==> config.mk <==
export PLATFORM = sky130hd
export DESIGN_NAME = glb_tile_decode
export DESIGN_NICKNAME = d
export VERILOG_FILES = /design/src/logic/global_buffer_pkg.sv /design/src/logic/glb_tile_decode.sv
export VERILOG_INCLUDE_DIRS = /design/src /design/src/logic
export SDC_FILE = /design/constraint.sdc
export NUM_CORES = 1
export LEC_CHECK = 0
export BUFFER_PORTS_ARGS = -buffer_cell sky130_fd_sc_hd__buf_2
export CAP_MARGIN = 20
export CORE_AREA = 4 4 41 43
export DETAILED_ROUTE_END_ITERATION = 12
export DIE_AREA = 0 0 45 47
export PLACE_DENSITY = 0.82
export SLEW_MARGIN = 15
export SYNTH_ARGS = -nofsm -noshare
export SYNTH_HDL_FRONTEND = slang
export SYNTH_SLANG_ARGS = --single-unit
==> constraint.sdc <==
create_clock -name vclk -period 0.8
set_input_delay 0 -clock vclk [all_inputs]
set_output_delay 0 -clock vclk [all_outputs]
set_load 0.01 [all_outputs]
==> src/logic/glb_settings.svh <==
// global buffer sizing, shared by RTL and testbench
// GLB_ADDR_WIDTH must equal tile field + word field + byte offset bits
`ifndef GLB_SETTINGS_SVH
`define GLB_SETTINGS_SVH

// tiles in the eastward chain
`define GLB_NUM_TILES 4

// bank word and depth
`define GLB_BANK_DATA_WIDTH 64
`define GLB_BANK_ADDR_WIDTH 8

// tile field, top bits of both processor and config addresses
`define GLB_TILE_SEL_WIDTH 2

// processor byte address: tile | word | 3-bit byte offset
`define GLB_ADDR_WIDTH 13

// config space, one register per tile at offset 0
`define GLB_CFG_ADDR_WIDTH 16
`define GLB_CFG_DATA_WIDTH 32

`endif

==> src/logic/global_buffer_pkg.sv <==
// vector types for the global buffer
// widths come from glb_settings.svh
`default_nettype none

`include "glb_settings.svh"

package global_buffer_pkg;

    // one bank word and its byte strobes
    typedef logic [`GLB_BANK_DATA_WIDTH-1:0]   bank_data_t;
    typedef logic [`GLB_BANK_DATA_WIDTH/8-1:0] bank_strb_t;

    // processor byte address
    typedef logic [`GLB_ADDR_WIDTH-1:0]        glb_addr_t;

    // word index inside one bank
    typedef logic [`GLB_BANK_ADDR_WIDTH-1:0]   bank_addr_t;

    // tile number in the chain
    typedef logic [`GLB_TILE_SEL_WIDTH-1:0]    tile_id_t;

    // configuration port
    typedef logic [`GLB_CFG_ADDR_WIDTH-1:0]    cfg_addr_t;
    typedef logic [`GLB_CFG_DATA_WIDTH-1:0]    cfg_data_t;

endpackage

`default_nettype wire

==> src/logic/glb_tile_decode.sv <==
// address decode for one tile, purely combinational
// config space holds only register 0 per tile
`timescale 1ns/10ps
`default_nettype none

`include "glb_settings.svh"

module glb_tile_decode import global_buffer_pkg::*; #(
    parameter int TILE_ID = 0
) (
    input  logic        in_pkt_wr_en,
    input  bank_strb_t  in_pkt_wr_strb,
    input  glb_addr_t   in_pkt_wr_addr,
    input  logic        in_pkt_rd_en,
    input  glb_addr_t   in_pkt_rd_addr,
    input  logic        in_cfg_wr_en,
    input  logic        in_cfg_rd_en,
    input  cfg_addr_t   in_cfg_addr,
    input  logic        lock,

    output logic        bank_wr_en,
    output logic        bank_rd_en,
    output bank_addr_t  bank_wr_addr,
    output bank_addr_t  bank_rd_addr,
    output bank_strb_t  bank_strb,
    output logic        cfg_wr_hit,
    output logic        cfg_rd_hit
);

    // bits below the word index
    localparam int BYTE_OFS = $clog2(`GLB_BANK_DATA_WIDTH / 8);
    localparam int CFG_REG_W = `GLB_CFG_ADDR_WIDTH - `GLB_TILE_SEL_WIDTH;

    tile_id_t wr_tile;
    tile_id_t rd_tile;
    tile_id_t cfg_tile;
    logic     cfg_reg0;

    // tile fields sit at the top of each address
    assign wr_tile  = in_pkt_wr_addr[`GLB_ADDR_WIDTH-1 -: `GLB_TILE_SEL_WIDTH];
    assign rd_tile  = in_pkt_rd_addr[`GLB_ADDR_WIDTH-1 -: `GLB_TILE_SEL_WIDTH];
    assign cfg_tile = in_cfg_addr[`GLB_CFG_ADDR_WIDTH-1 -: `GLB_TILE_SEL_WIDTH];
    assign cfg_reg0 = (in_cfg_addr[CFG_REG_W-1:0] == '0);

    // locked tile drops processor writes
    assign bank_wr_en = in_pkt_wr_en && (wr_tile == tile_id_t'(TILE_ID)) && !lock;
    assign bank_rd_en = in_pkt_rd_en && (rd_tile == tile_id_t'(TILE_ID));

    // word index, byte offset dropped
    assign bank_wr_addr = in_pkt_wr_addr[BYTE_OFS +: `GLB_BANK_ADDR_WIDTH];
    assign bank_rd_addr = in_pkt_rd_addr[BYTE_OFS +: `GLB_BANK_ADDR_WIDTH];
    assign bank_strb    = in_pkt_wr_strb;

    // lock register hits
    assign cfg_wr_hit = in_cfg_wr_en && (cfg_tile == tile_id_t'(TILE_ID)) && cfg_reg0;
    assign cfg_rd_hit = in_cfg_rd_en && (cfg_tile == tile_id_t'(TILE_ID)) && cfg_reg0;

endmodule

`default_nettype wire

* After elaboration in Yosys (flattened, before gate mapping)
Cells that the tools add are included.
** Word-level totals
- Bits in registers :: 0
- Output and inout port bits :: 28
- Logic and storage cells :: 12
** Cells by class
- Reductions and logical operators :: 12
** Operators by type and width (count)
- 14-bit logical NOT :: 1
- 1-bit logical AND :: 7
- 2-bit logical NOT :: 3
- 1-bit logical NOT :: 1

* Logic depth before layout (Yosys ltp)
- Depth after elaboration :: 3
- Gate-level depth with buffers :: 3
- Depth with buffers taken out :: 3

* Worst setup path before layout
No wires, ideal clock.
- Kind :: input port to output port
- Start point :: input port in_cfg_addr[4]
- End point :: output port cfg_rd_hit
- Data arrival time :: 561 ps
- Required time :: 800 ps
- Slack :: 239 ps
- Cell stages on the path :: 3
- Path through :: nor4_1 nand4_1 nor2_1
** Between the ends
- Word-level cells in the longest chain between the ends :: 2
** Ends and longest elaborated chain
- start, declared :: RTL line glb_tile_decode.sv:18 : input cfg_addr_t in_cfg_addr,
- 14-bit logical NOT :: RTL line glb_tile_decode.sv:43 : assign cfg_reg0 = (in_cfg_addr[CFG_REG_W-1:0] == '0);
- 1-bit logical AND :: RTL line glb_tile_decode.sv:56 : assign cfg_rd_hit = in_cfg_rd_en && (cfg_tile == tile_id_t'(TILE_ID)) && cfg_reg0;
- end, declared :: RTL line glb_tile_decode.sv:27 : output logic cfg_rd_hit
No other way between the ends.

* Worst setup path in the final report
- Start point :: input port in_cfg_addr[2]
- End point :: output port cfg_rd_hit
Same word-level chain as after synthesis.

==> flow_summary.json <==
{
  "outcome": "complete, no violations",
  "synth_xor_xnor_area_share_pct": 0,
  "synth_simple_gate_area_share_pct": 24.6,
  "combinational_family_with_the_most_area_after_synthesis": "buffers and inverters",
  "max_cap_viol_count": 0,
  "report.final.hold_viol_count": 0,
  "grtUsageTotal_pct": 6.92,
  "die_w_um": 45,
  "post_synth_mux_area_share_pct": 0,
  "grt_start_max_net_pins": 3,
  "synthesis.instances": 35,
  "final-seq-area_sq_um": 0,
  "route.detailed.wl_per_inst_um": 14.2,
  "layout_setup_ws_ns": 0.0102,
  "core.rowCount": 13,
  "endpoint_kind": "primary output",
  "synthToLayoutAreaGrowth_pct": 24.1,
  "syn-cell-area_sq_um": 249,
  "post_synth_num_cell_types": 8,
  "vias_per_cell": 4.36,
  "final_min_period_over_clock_period_pct": 98.7,
  "n_antenna_cell": 0,
  "synth_sequential_area_ratio_pct": 0,
  "layout-drive-gt1-share_pct": 82.5,
  "nClkBuffers": 0,
  "worst_setup_path_start_kind": "input port",
  "cts_hold_buf": 0,
  "num-nets-final": 97,
  "holdCritPathClass": "input port to primary output",
  "remaining_drc_errors": 0,
  "dieHeight_um": 47,
  "core_sq_um": 1300,
  "cp_max_fo": 2,
  "setup_tns_final_ns": 0,
  "final_max_slew_viol_count": 0,
  "wirelength_um": 783,
  "slew-limit-headroom_pct": 84.0,
  "synth_area_per_cell_sq_um": 7.11,
  "detailroute.via_count": 240,
  "yosysWarningCount": 0,
  "grt_overflow": 0,
  "timing_worst_slew_pin_value_ns": 0.236,
  "detail-route-antenna-nets": 0,
  "final.fill_count": 139,
  "rsz0062_at_grt": "true",
  "timing_worst_setup_path_type": "input port to primary output",
  "grt_pass1_vias": 245,
  "power.total_uw": 116,
  "worst_hold_slack_ns": 0.00000445,
  "hpwl_um": 613,
  "vdd.ir_drop.worst_mv": 0.0730,
  "timing.final.setup_violations": 0,
  "seq_cells": 0,
  "power_density_relative_to_cell_area_nw_per_um2": 374,
  "synth_fa_ha_area_share_pct": 0,
  "power_leakage_uw": 0.000156,
  "design.portCount": 83,
  "cts_setup_buffers": 0,
  "place_congestion": 0.432,
  "antenna_found_initial": 0,
  "grt_pass1_wl_um": 1110,
  "arrival_ns": 0.79,
  "compound_gate_fraction_of_synth_area_pct": 0,
  "floorplan.initialDensity_pct": 19.1,
  "synth_fp_nets": 90,
  "max_clock_freq_ghz": 1.27,
  "finalWorstPathRequiredPeriod_ns": 0.790,
  "crit_required_ns": 0.80,
  "dr.first_iter.drc_count": 0,
  "firstDrtPassIters": 1,
  "die_outline_area_sq_um": 2120,
  "buffer_ports.inserted": 29,
  "dp_worst_setup_slack_ns": -0.0421
}
[stage by stage]
step	instance area (sq um)	std cells	utilization, %
floorplan	249	35	-
global placement	233	55	17.9
detailed placement	233	55	17.9
CTS	282	55	21.6
global route	309	55	23.8
finish	309	55	23.8
[critical path: stages]
cell,delay (ns)
buf_6,0.10
nor4_4,0.27
nand4_1,0.14
nor2_1,0.14
buf_2,0.15
[layout by cell type (no fill, tap or decap)]
cell,Yosys,layout
nor3b_1,1,1
nand4_1,1,1
buf_2,0,24
buf_6,0,5
nor4b_1,1,1
nor4_4,0,3
nor4_2,1,1
inv_1,2,2
nor2_1,2,2
[final timing paths]
check  cells past startpoint               from  slack [ns]            to
max                        5     in_cfg_addr[2]        0.01    cfg_rd_hit
min                        0  in_pkt_wr_strb[0]    0.000004  bank_strb[0]
[power by group]
group / switching (uW) / internal, uW / total, uW
sequential: 0 / 0 / 0
clock: 0 / 0 / 0
combinational: 43.6 / 72.0 / 116
[cell usage after synthesis]
| master | n | share of area (%) |
|---|---|---|
| inv_1 | 2 | 3.0 |
| buf_4 | 24 | 72 |
| nand4_1 | 1 | 2.5 |
| nor4_1 | 3 | 7.5 |
| nor3b_1 | 1 | 3.0 |
| nor2_1 | 2 | 3.0 |
| nor4b_1 | 1 | 3.5 |
| nor4_2 | 1 | 5.0 |
[final cells by class]
class | instances | area [sq um] | share of cell area (%)
timing repair buffer | 29 | 176 | 57.1
multi-input combinational | 9 | 106 | 34.4
tap | 15 | 18.8 | 6.07
inverter | 2 | 7.51 | 2.43
[metal layers]
layer	routed length (um)	global-route usage (%)	vias to the layer above
met5	0	0	-
li1	-	-	102
met4	9	1.75	0
met1	126	4.04	102
met2	381	14.7	32
met3	264	5.75	4
[logic make-up (layout without fill, tap and decap cells)]
logic type / count (synthesis) / after routing
buf+inv: 26 / 31
simple gates: 9 / 9
[timing repair]
| item | in CTS | in global routing |
|---|---|---|
| hold endpoints to repair | 0 | 0 |
| resized for setup | 7 | 5 |
| endpoints found under the setup margin | 2 | 2 |
| pin swaps | 4 | 5 |
(Power assumes the default switching activity.)
