===== config.mk =====
export PLATFORM = sky130hd
export DESIGN_NAME = glb_dummy_start
export DESIGN_NICKNAME = d
export VERILOG_FILES = /design/src/logic/global_buffer_pkg.sv /design/src/logic/glb_dummy_start.sv
export VERILOG_INCLUDE_DIRS = /design/src /design/src/logic
export SDC_FILE = /design/constraint.sdc
export NUM_CORES = 1
export LEC_CHECK = 0
export BUFFER_PORTS_ARGS = -buffer_cell sky130_fd_sc_hd__clkbuf_2
export CELL_PAD_IN_SITES_DETAIL_PLACEMENT = 1
export CELL_PAD_IN_SITES_GLOBAL_PLACEMENT = 1
export CORE_AREA = 2 2 236 238
export DETAILED_ROUTE_END_ITERATION = 12
export DIE_AREA = 0 0 238 240
export HOLD_SLACK_MARGIN = 0.02
export PLACE_DENSITY_LB_ADDON = 0.1
export SLEW_MARGIN = 20
export SYNTH_ARGS = -nofsm -noshare
export SYNTH_HDL_FRONTEND = slang
export SYNTH_SLANG_ARGS = --single-unit

===== constraint.sdc =====
create_clock -name clk -period 0.8 [get_ports clk]
set_clock_uncertainty 0.1 [all_clocks]
set_input_delay 0.04 -clock clk [delete_from_list [all_inputs] [get_ports clk]]
set_output_delay 0.04 -clock clk [all_outputs]
set_load 0.03 [all_outputs]

===== src/logic/glb_settings.svh =====
// global buffer sizing, shared by RTL and testbench
// GLB_ADDR_WIDTH must equal tile field + word field + byte offset bits
`ifndef GLB_SETTINGS_SVH
`define GLB_SETTINGS_SVH

// tiles in the eastward chain
`define GLB_NUM_TILES 4

// bank word and depth
`define GLB_BANK_DATA_WIDTH 64
`define GLB_BANK_ADDR_WIDTH 8

// tile field, top bits of both processor and config addresses
`define GLB_TILE_SEL_WIDTH 2

// processor byte address: tile | word | 3-bit byte offset
`define GLB_ADDR_WIDTH 13

// config space, one register per tile at offset 0
`define GLB_CFG_ADDR_WIDTH 16
`define GLB_CFG_DATA_WIDTH 32

`endif


===== src/logic/global_buffer_pkg.sv =====
// vector types for the global buffer
// widths come from glb_settings.svh
`default_nettype none

`include "glb_settings.svh"

package global_buffer_pkg;

    // one bank word and its byte strobes
    typedef logic [`GLB_BANK_DATA_WIDTH-1:0]   bank_data_t;
    typedef logic [`GLB_BANK_DATA_WIDTH/8-1:0] bank_strb_t;

    // processor byte address
    typedef logic [`GLB_ADDR_WIDTH-1:0]        glb_addr_t;

    // word index inside one bank
    typedef logic [`GLB_BANK_ADDR_WIDTH-1:0]   bank_addr_t;

    // tile number in the chain
    typedef logic [`GLB_TILE_SEL_WIDTH-1:0]    tile_id_t;

    // configuration port
    typedef logic [`GLB_CFG_ADDR_WIDTH-1:0]    cfg_addr_t;
    typedef logic [`GLB_CFG_DATA_WIDTH-1:0]    cfg_data_t;

endpackage

`default_nettype wire


===== src/logic/glb_dummy_start.sv =====
// west end of the tile chain, no handshake and no back-pressure
// config write and read must never be requested in the same cycle
`timescale 1ns/10ps
`default_nettype none

module glb_dummy_start import global_buffer_pkg::*; (
    input  logic        clk,
    input  logic        rst_n,

    // processor requests
    input  logic        proc2glb_wr_en,
    input  bank_strb_t  proc2glb_wr_strb,
    input  glb_addr_t   proc2glb_wr_addr,
    input  bank_data_t  proc2glb_wr_data,
    input  logic        proc2glb_rd_en,
    input  glb_addr_t   proc2glb_rd_addr,
    output bank_data_t  glb2proc_rd_data,
    output logic        glb2proc_rd_data_valid,

    // config requests
    input  logic        glb_cfg_wr_en,
    input  cfg_addr_t   glb_cfg_wr_addr,
    input  cfg_data_t   glb_cfg_wr_data,
    input  logic        glb_cfg_rd_en,
    input  cfg_addr_t   glb_cfg_rd_addr,
    output cfg_data_t   glb_cfg_rd_data,
    output logic        glb_cfg_rd_data_valid,

    // stage 0 packet, eastward
    output logic        out_pkt_wr_en,
    output bank_strb_t  out_pkt_wr_strb,
    output glb_addr_t   out_pkt_wr_addr,
    output bank_data_t  out_pkt_wr_data,
    output logic        out_pkt_rd_en,
    output glb_addr_t   out_pkt_rd_addr,
    output logic        out_cfg_wr_en,
    output logic        out_cfg_rd_en,
    output cfg_addr_t   out_cfg_addr,
    output cfg_data_t   out_cfg_wr_data,
    output logic        out_rs_valid,
    output bank_data_t  out_rs_data,
    output logic        out_cfg_rs_valid,
    output cfg_data_t   out_cfg_rs_data,

    // responses back from the last tile
    input  logic        ret_rs_valid,
    input  bank_data_t  ret_rs_data,
    input  logic        ret_cfg_rs_valid,
    input  cfg_data_t   ret_cfg_rs_data
);

    // request strobes
    always_ff @(posedge clk or negedge rst_n) begin
        if (!rst_n) begin
            out_pkt_wr_en <= 1'b0;
            out_pkt_rd_en <= 1'b0;
            out_cfg_wr_en <= 1'b0;
            out_cfg_rd_en <= 1'b0;
        end else begin
            out_pkt_wr_en <= proc2glb_wr_en;
            out_pkt_rd_en <= proc2glb_rd_en;
            out_cfg_wr_en <= glb_cfg_wr_en;
            out_cfg_rd_en <= glb_cfg_rd_en;
        end
    end

    // payload fields, meaningful only with their strobe
    always_ff @(posedge clk) begin
        out_pkt_wr_strb <= proc2glb_wr_strb;
        out_pkt_wr_addr <= proc2glb_wr_addr;
        out_pkt_wr_data <= proc2glb_wr_data;
        out_pkt_rd_addr <= proc2glb_rd_addr;
        // one shared config address, the strobes are exclusive
        out_cfg_addr    <= glb_cfg_rd_en ? glb_cfg_rd_addr : glb_cfg_wr_addr;
        out_cfg_wr_data <= glb_cfg_wr_data;
    end

    // chain starts with empty response slots
    assign out_rs_valid     = 1'b0;
    assign out_rs_data      = '0;
    assign out_cfg_rs_valid = 1'b0;
    assign out_cfg_rs_data  = '0;

    // returning responses straight to the outside
    assign glb2proc_rd_data       = ret_rs_data;
    assign glb2proc_rd_data_valid = ret_rs_valid;
    assign glb_cfg_rd_data        = ret_cfg_rs_data;
    assign glb_cfg_rd_data_valid  = ret_cfg_rs_valid;

    // the packet carries a single config address
    cfg_excl_a: assert property (@(posedge clk) disable iff (!rst_n)
        !(glb_cfg_wr_en && glb_cfg_rd_en))
        else $error("config write and read requested in the same cycle");

endmodule

`default_nettype wire


==> metrics.cfg, run 1 <==
[outcome]
outcome = aborted with a tool error
haltStage = clock tree synthesis
first-error = [ERROR RSZ-0060] Max buffer count reached.

[synthesis]
synth_cell_types = 8
syn_avg_cell_area_um2 = 13.0
ys_warn_count = 0
syn_inst = 365
netlist_area_um2 = 4750
synth.area.top_cells = dfxtp_1, buf_4, mux2_4
synth_top_area_share_pct = 61.6
synth-seq-area-share_pct = 63.7
synth-seq-cells = 150
synth_top_area_cell = dfxtp_1

[placed_design]
gp_congestion = 0.656
port_buffers = 317
hpwl_um = 17400

[clocking]
h-tree-depth = 4
cts_buffers = 17
clockBufferDepth = 2
hold_buffers = 264
postCtsSetupRepairBufs = 0
cts_sinks = 150
cts_resized = 444
clock_tree.root_cell = clkbuf_16

[floorplan]
die_y_um = 240
rows = 86
die-width_um = 238
initial_core_util_pct = 8.68
num_io_pins = 612

synth_stat cells (all sizes together):
cell type,count
mux2,16
conb,1
buf,198
dfxtp,146
dfrtp,4
through the flow:
| stage | hold slack [ns] | setup TNS (ns) | setup slack (ns) | cell area, um^2 | cells |
|---|---|---|---|---|---|
| after floorplan | -0.356 | 0 | 0.00321 | 5110 | 462 |
| after global placement | -0.239 | -1.46 | -0.119 | 6110 | 1286 |
| after detailed placement | -0.239 | -1.31 | -0.107 | 6110 | 1286 |
cell families after synthesis:
logic type | count (synthesis) | synth area share (%)
buffers and inverters | 198 | 31.7
other | 1 | 0.0790
flip-flops | 150 | 63.7
multiplexers | 16 | 4.59
==> run 2, diff against run 1 <==
CELL_PAD_IN_SITES_DETAIL_PLACEMENT = not set   (was 1)
CELL_PAD_IN_SITES_GLOBAL_PLACEMENT = not set   (was 1)
CORE_AREA = 2 2 237 239   (was 2 2 236 238)
DIE_AREA = 0 0 239 241   (was 0 0 238 240)
HOLD_SLACK_MARGIN = not set   (was 0.02)
PLACE_DENSITY_LB_ADDON = 0.15   (was 0.1)
clock period = 1.05 ns   (was 0.8 ns; I/O delays follow)
==> run 2 against run 1 <==
Net effect: the flow now finishes, with violations (negative setup slack); synthesized cell count unchanged; synthesized area unchanged.
==> metrics.cfg, run 2 <==
[routing]
drt_pass1_iterations = 4
wire_per_inst_um = 12.8
drc = 0
ant_nets = 0
drtIter0Drc = 30
via_per_inst = 2.45
vias = 3646
routed_wl_um = 19100

[timing]
finalCriticalPeriod_ns = 1.16
period_share_pct = 110
final-setup-viol-count = 22
setup_tns_ns = -0.549
hold_viol_final = 0
rsz0062_at_grt = yes
layout_setup_ws_ns = -0.107
drv_slew = 0
timing.fmax_mhz = 865

[layout]
final_cell_mix = dlygate4sd3_1, clkbuf_2, buf_8, dfxtp_2, conb_1
fillCellCount = 5954
largest_register_ff_count = 64
final_common_cell = dlygate4sd3_1
regMostFlops = out_pkt_wr_data
multi_input_area_um2 = 586
top_regs = out_pkt_wr_data (64), out_cfg_wr_data (32), out_cfg_addr (16)
seqCellArea_um2 = 3210
nets = 1035
diodes = 0
fin_util_pct = 18.4
stdcell_count = 1486
area_growth_pct = 113
drive_above_1_share_pct = 65.5

[power_and_ir_drop]
peakVddDrop_uv = 697
power_density_nw_per_um2 = 1590
leakage_nw = 4.53
power.total_w = 0.0161

[global_route]
grt_pass1_wl_um = 24200
grt_usage_pct = 6.13
antenna_found_initial = 7
grt.overflow.total = 0
grt_max_degree = 18
grt_pass1_vias = 3749

[setup_path]
cp.required_ns = 0.90
cp-end-kind = output port
critPathMaxFanout = 1
cp.arrival_ns = 1.00
start_kind = flip-flop
max_stage_delay_ns = 0.41
critical-path-top-delay-family = flip-flops
crit_type = reg -> out
worst_path_max_delay_cell = dfrtp_1
crit_chain = buf_8
worst-path-stages = 1
critPathBufInv = 1

[synthesis]
synth.area.top_cells = dfxtp_1, buf_4, mux2_4
ys_warn_count = 0
syn_avg_cell_area_um2 = 13.0
netlist_area_um2 = 4750
syn_inst = 365
synthFlopType = dfxtp_1
synth_top_area_cell = dfxtp_1
synth_cell_types = 8
async_flop_share_pct = 2.67
synth_top_area_share_pct = 61.6
synth_edf_count = 0
ys_top_cells_by_count = buf_4, dfxtp_1, mux2_4
synth.most_common_cell = buf_4
synth-seq-area-share_pct = 63.7
synth-seq-cells = 150

[worst_hold_path]
hp-start = ret_rs_data[22]
hold_depth = 0
holdCritPathClass = in -> out
min_to = glb2proc_rd_data[22]

[placed_design]
place_inst = 1286
port_buffers = 317
hpwl_um = 15100
preCtsSetupSlack_ns = 0.137
gp_congestion = 0.656

[floorplan]
dieArea_um2 = 57600
num_io_pins = 612
die-width_um = 239
die_y_um = 241
core_um2 = 54900
rows = 86
initial_core_util_pct = 8.65

[outcome]
violations = negative setup slack
outcome = finished, violations left

[clocking]
h-tree-depth = 4
clockBufferDepth = 2
cts_sinks = 150
cts_tree = done
clock_tree.root_cell = clkbuf_16
cts_buffers = 17
clk_pin_slew_worst_paths_ns = 0.09

[run]
drv_cap = 0

==> run 2: cell counts after synthesis <==
No cell type changed its count.
==> run 2: cell families after synthesis <==
| logic type | count (synthesis) | synth area share, % |
|---|---|---|
| DFF | 150 | 63.7 |
| muxes | 16 | 4.59 |
| buffers and inverters | 198 | 31.7 |
| other | 1 | 0.0790 |
==> run 2: routing by layer <==
layer,routed length (um),part of all wire [%],GRT usage (%),up-vias
li1,-,-,-,1641
met1,5720,30,4.93,1597
met2,10100,53,11.3,338
met3,2300,12,3.03,66
met4,888,4.7,4.66,4
met5,61,0.32,0.673,-
==> run 2: area by class of cell <==
cell class / instances / share of cell area (%)
clock buffers: 17 / 4.21
clock inverters: 15 / 2.11
multi-input cells: 114 / 5.80
flip-flops and latches: 150 / 31.7
well taps: 704 / 8.72
repair buffers: 486 / 47.4
==> run 2: worst max path at each step <==
| stage | slack, ns | end | start |
|---|---|---|---|
| floorplan | 0.24 | out_cfg_addr[10] | glb_cfg_rd_en |
| global placement | 0.14 | out_cfg_addr[1] | glb_cfg_rd_en |
| detailed placement | 0.14 | out_cfg_addr[15] | glb_cfg_rd_en |
| CTS | -0.13 | out_cfg_wr_en | out_cfg_wr_en |
| global route | -0.14 | out_cfg_wr_en | out_cfg_wr_en |
| finish | -0.11 | out_cfg_wr_en | out_cfg_wr_en |
==> run 2: per-stage QoR <==
step,hold WS (ns),area [um^2]
after global routing,0.00504,10100
after global placement,-0.235,6100
after CTS,0.00520,9890
after floorplan,-0.343,5110
final,0.00501,10100
after detailed placement,-0.236,6100
==> run 2: power by group <==
group          total, W  switching [W]  internal, W
logic           0.00306        0.00155      0.00151
clock network   0.00671        0.00286      0.00385
registers       0.00629       0.000208      0.00608
total            0.0161        0.00462       0.0114
==> run 2: what timing repair did <==
action / 4_1_cts / 5_1_grt
setup buffers: 0 / 0
endpoints found under the hold margin: 154 / 0
resized for setup: 431 / 165
setup endpoints to repair: 150 / 150
pin swaps: 0 / 0
hold buffers: 168 / 0
Note: power is estimated with default switching activity, not from simulation.
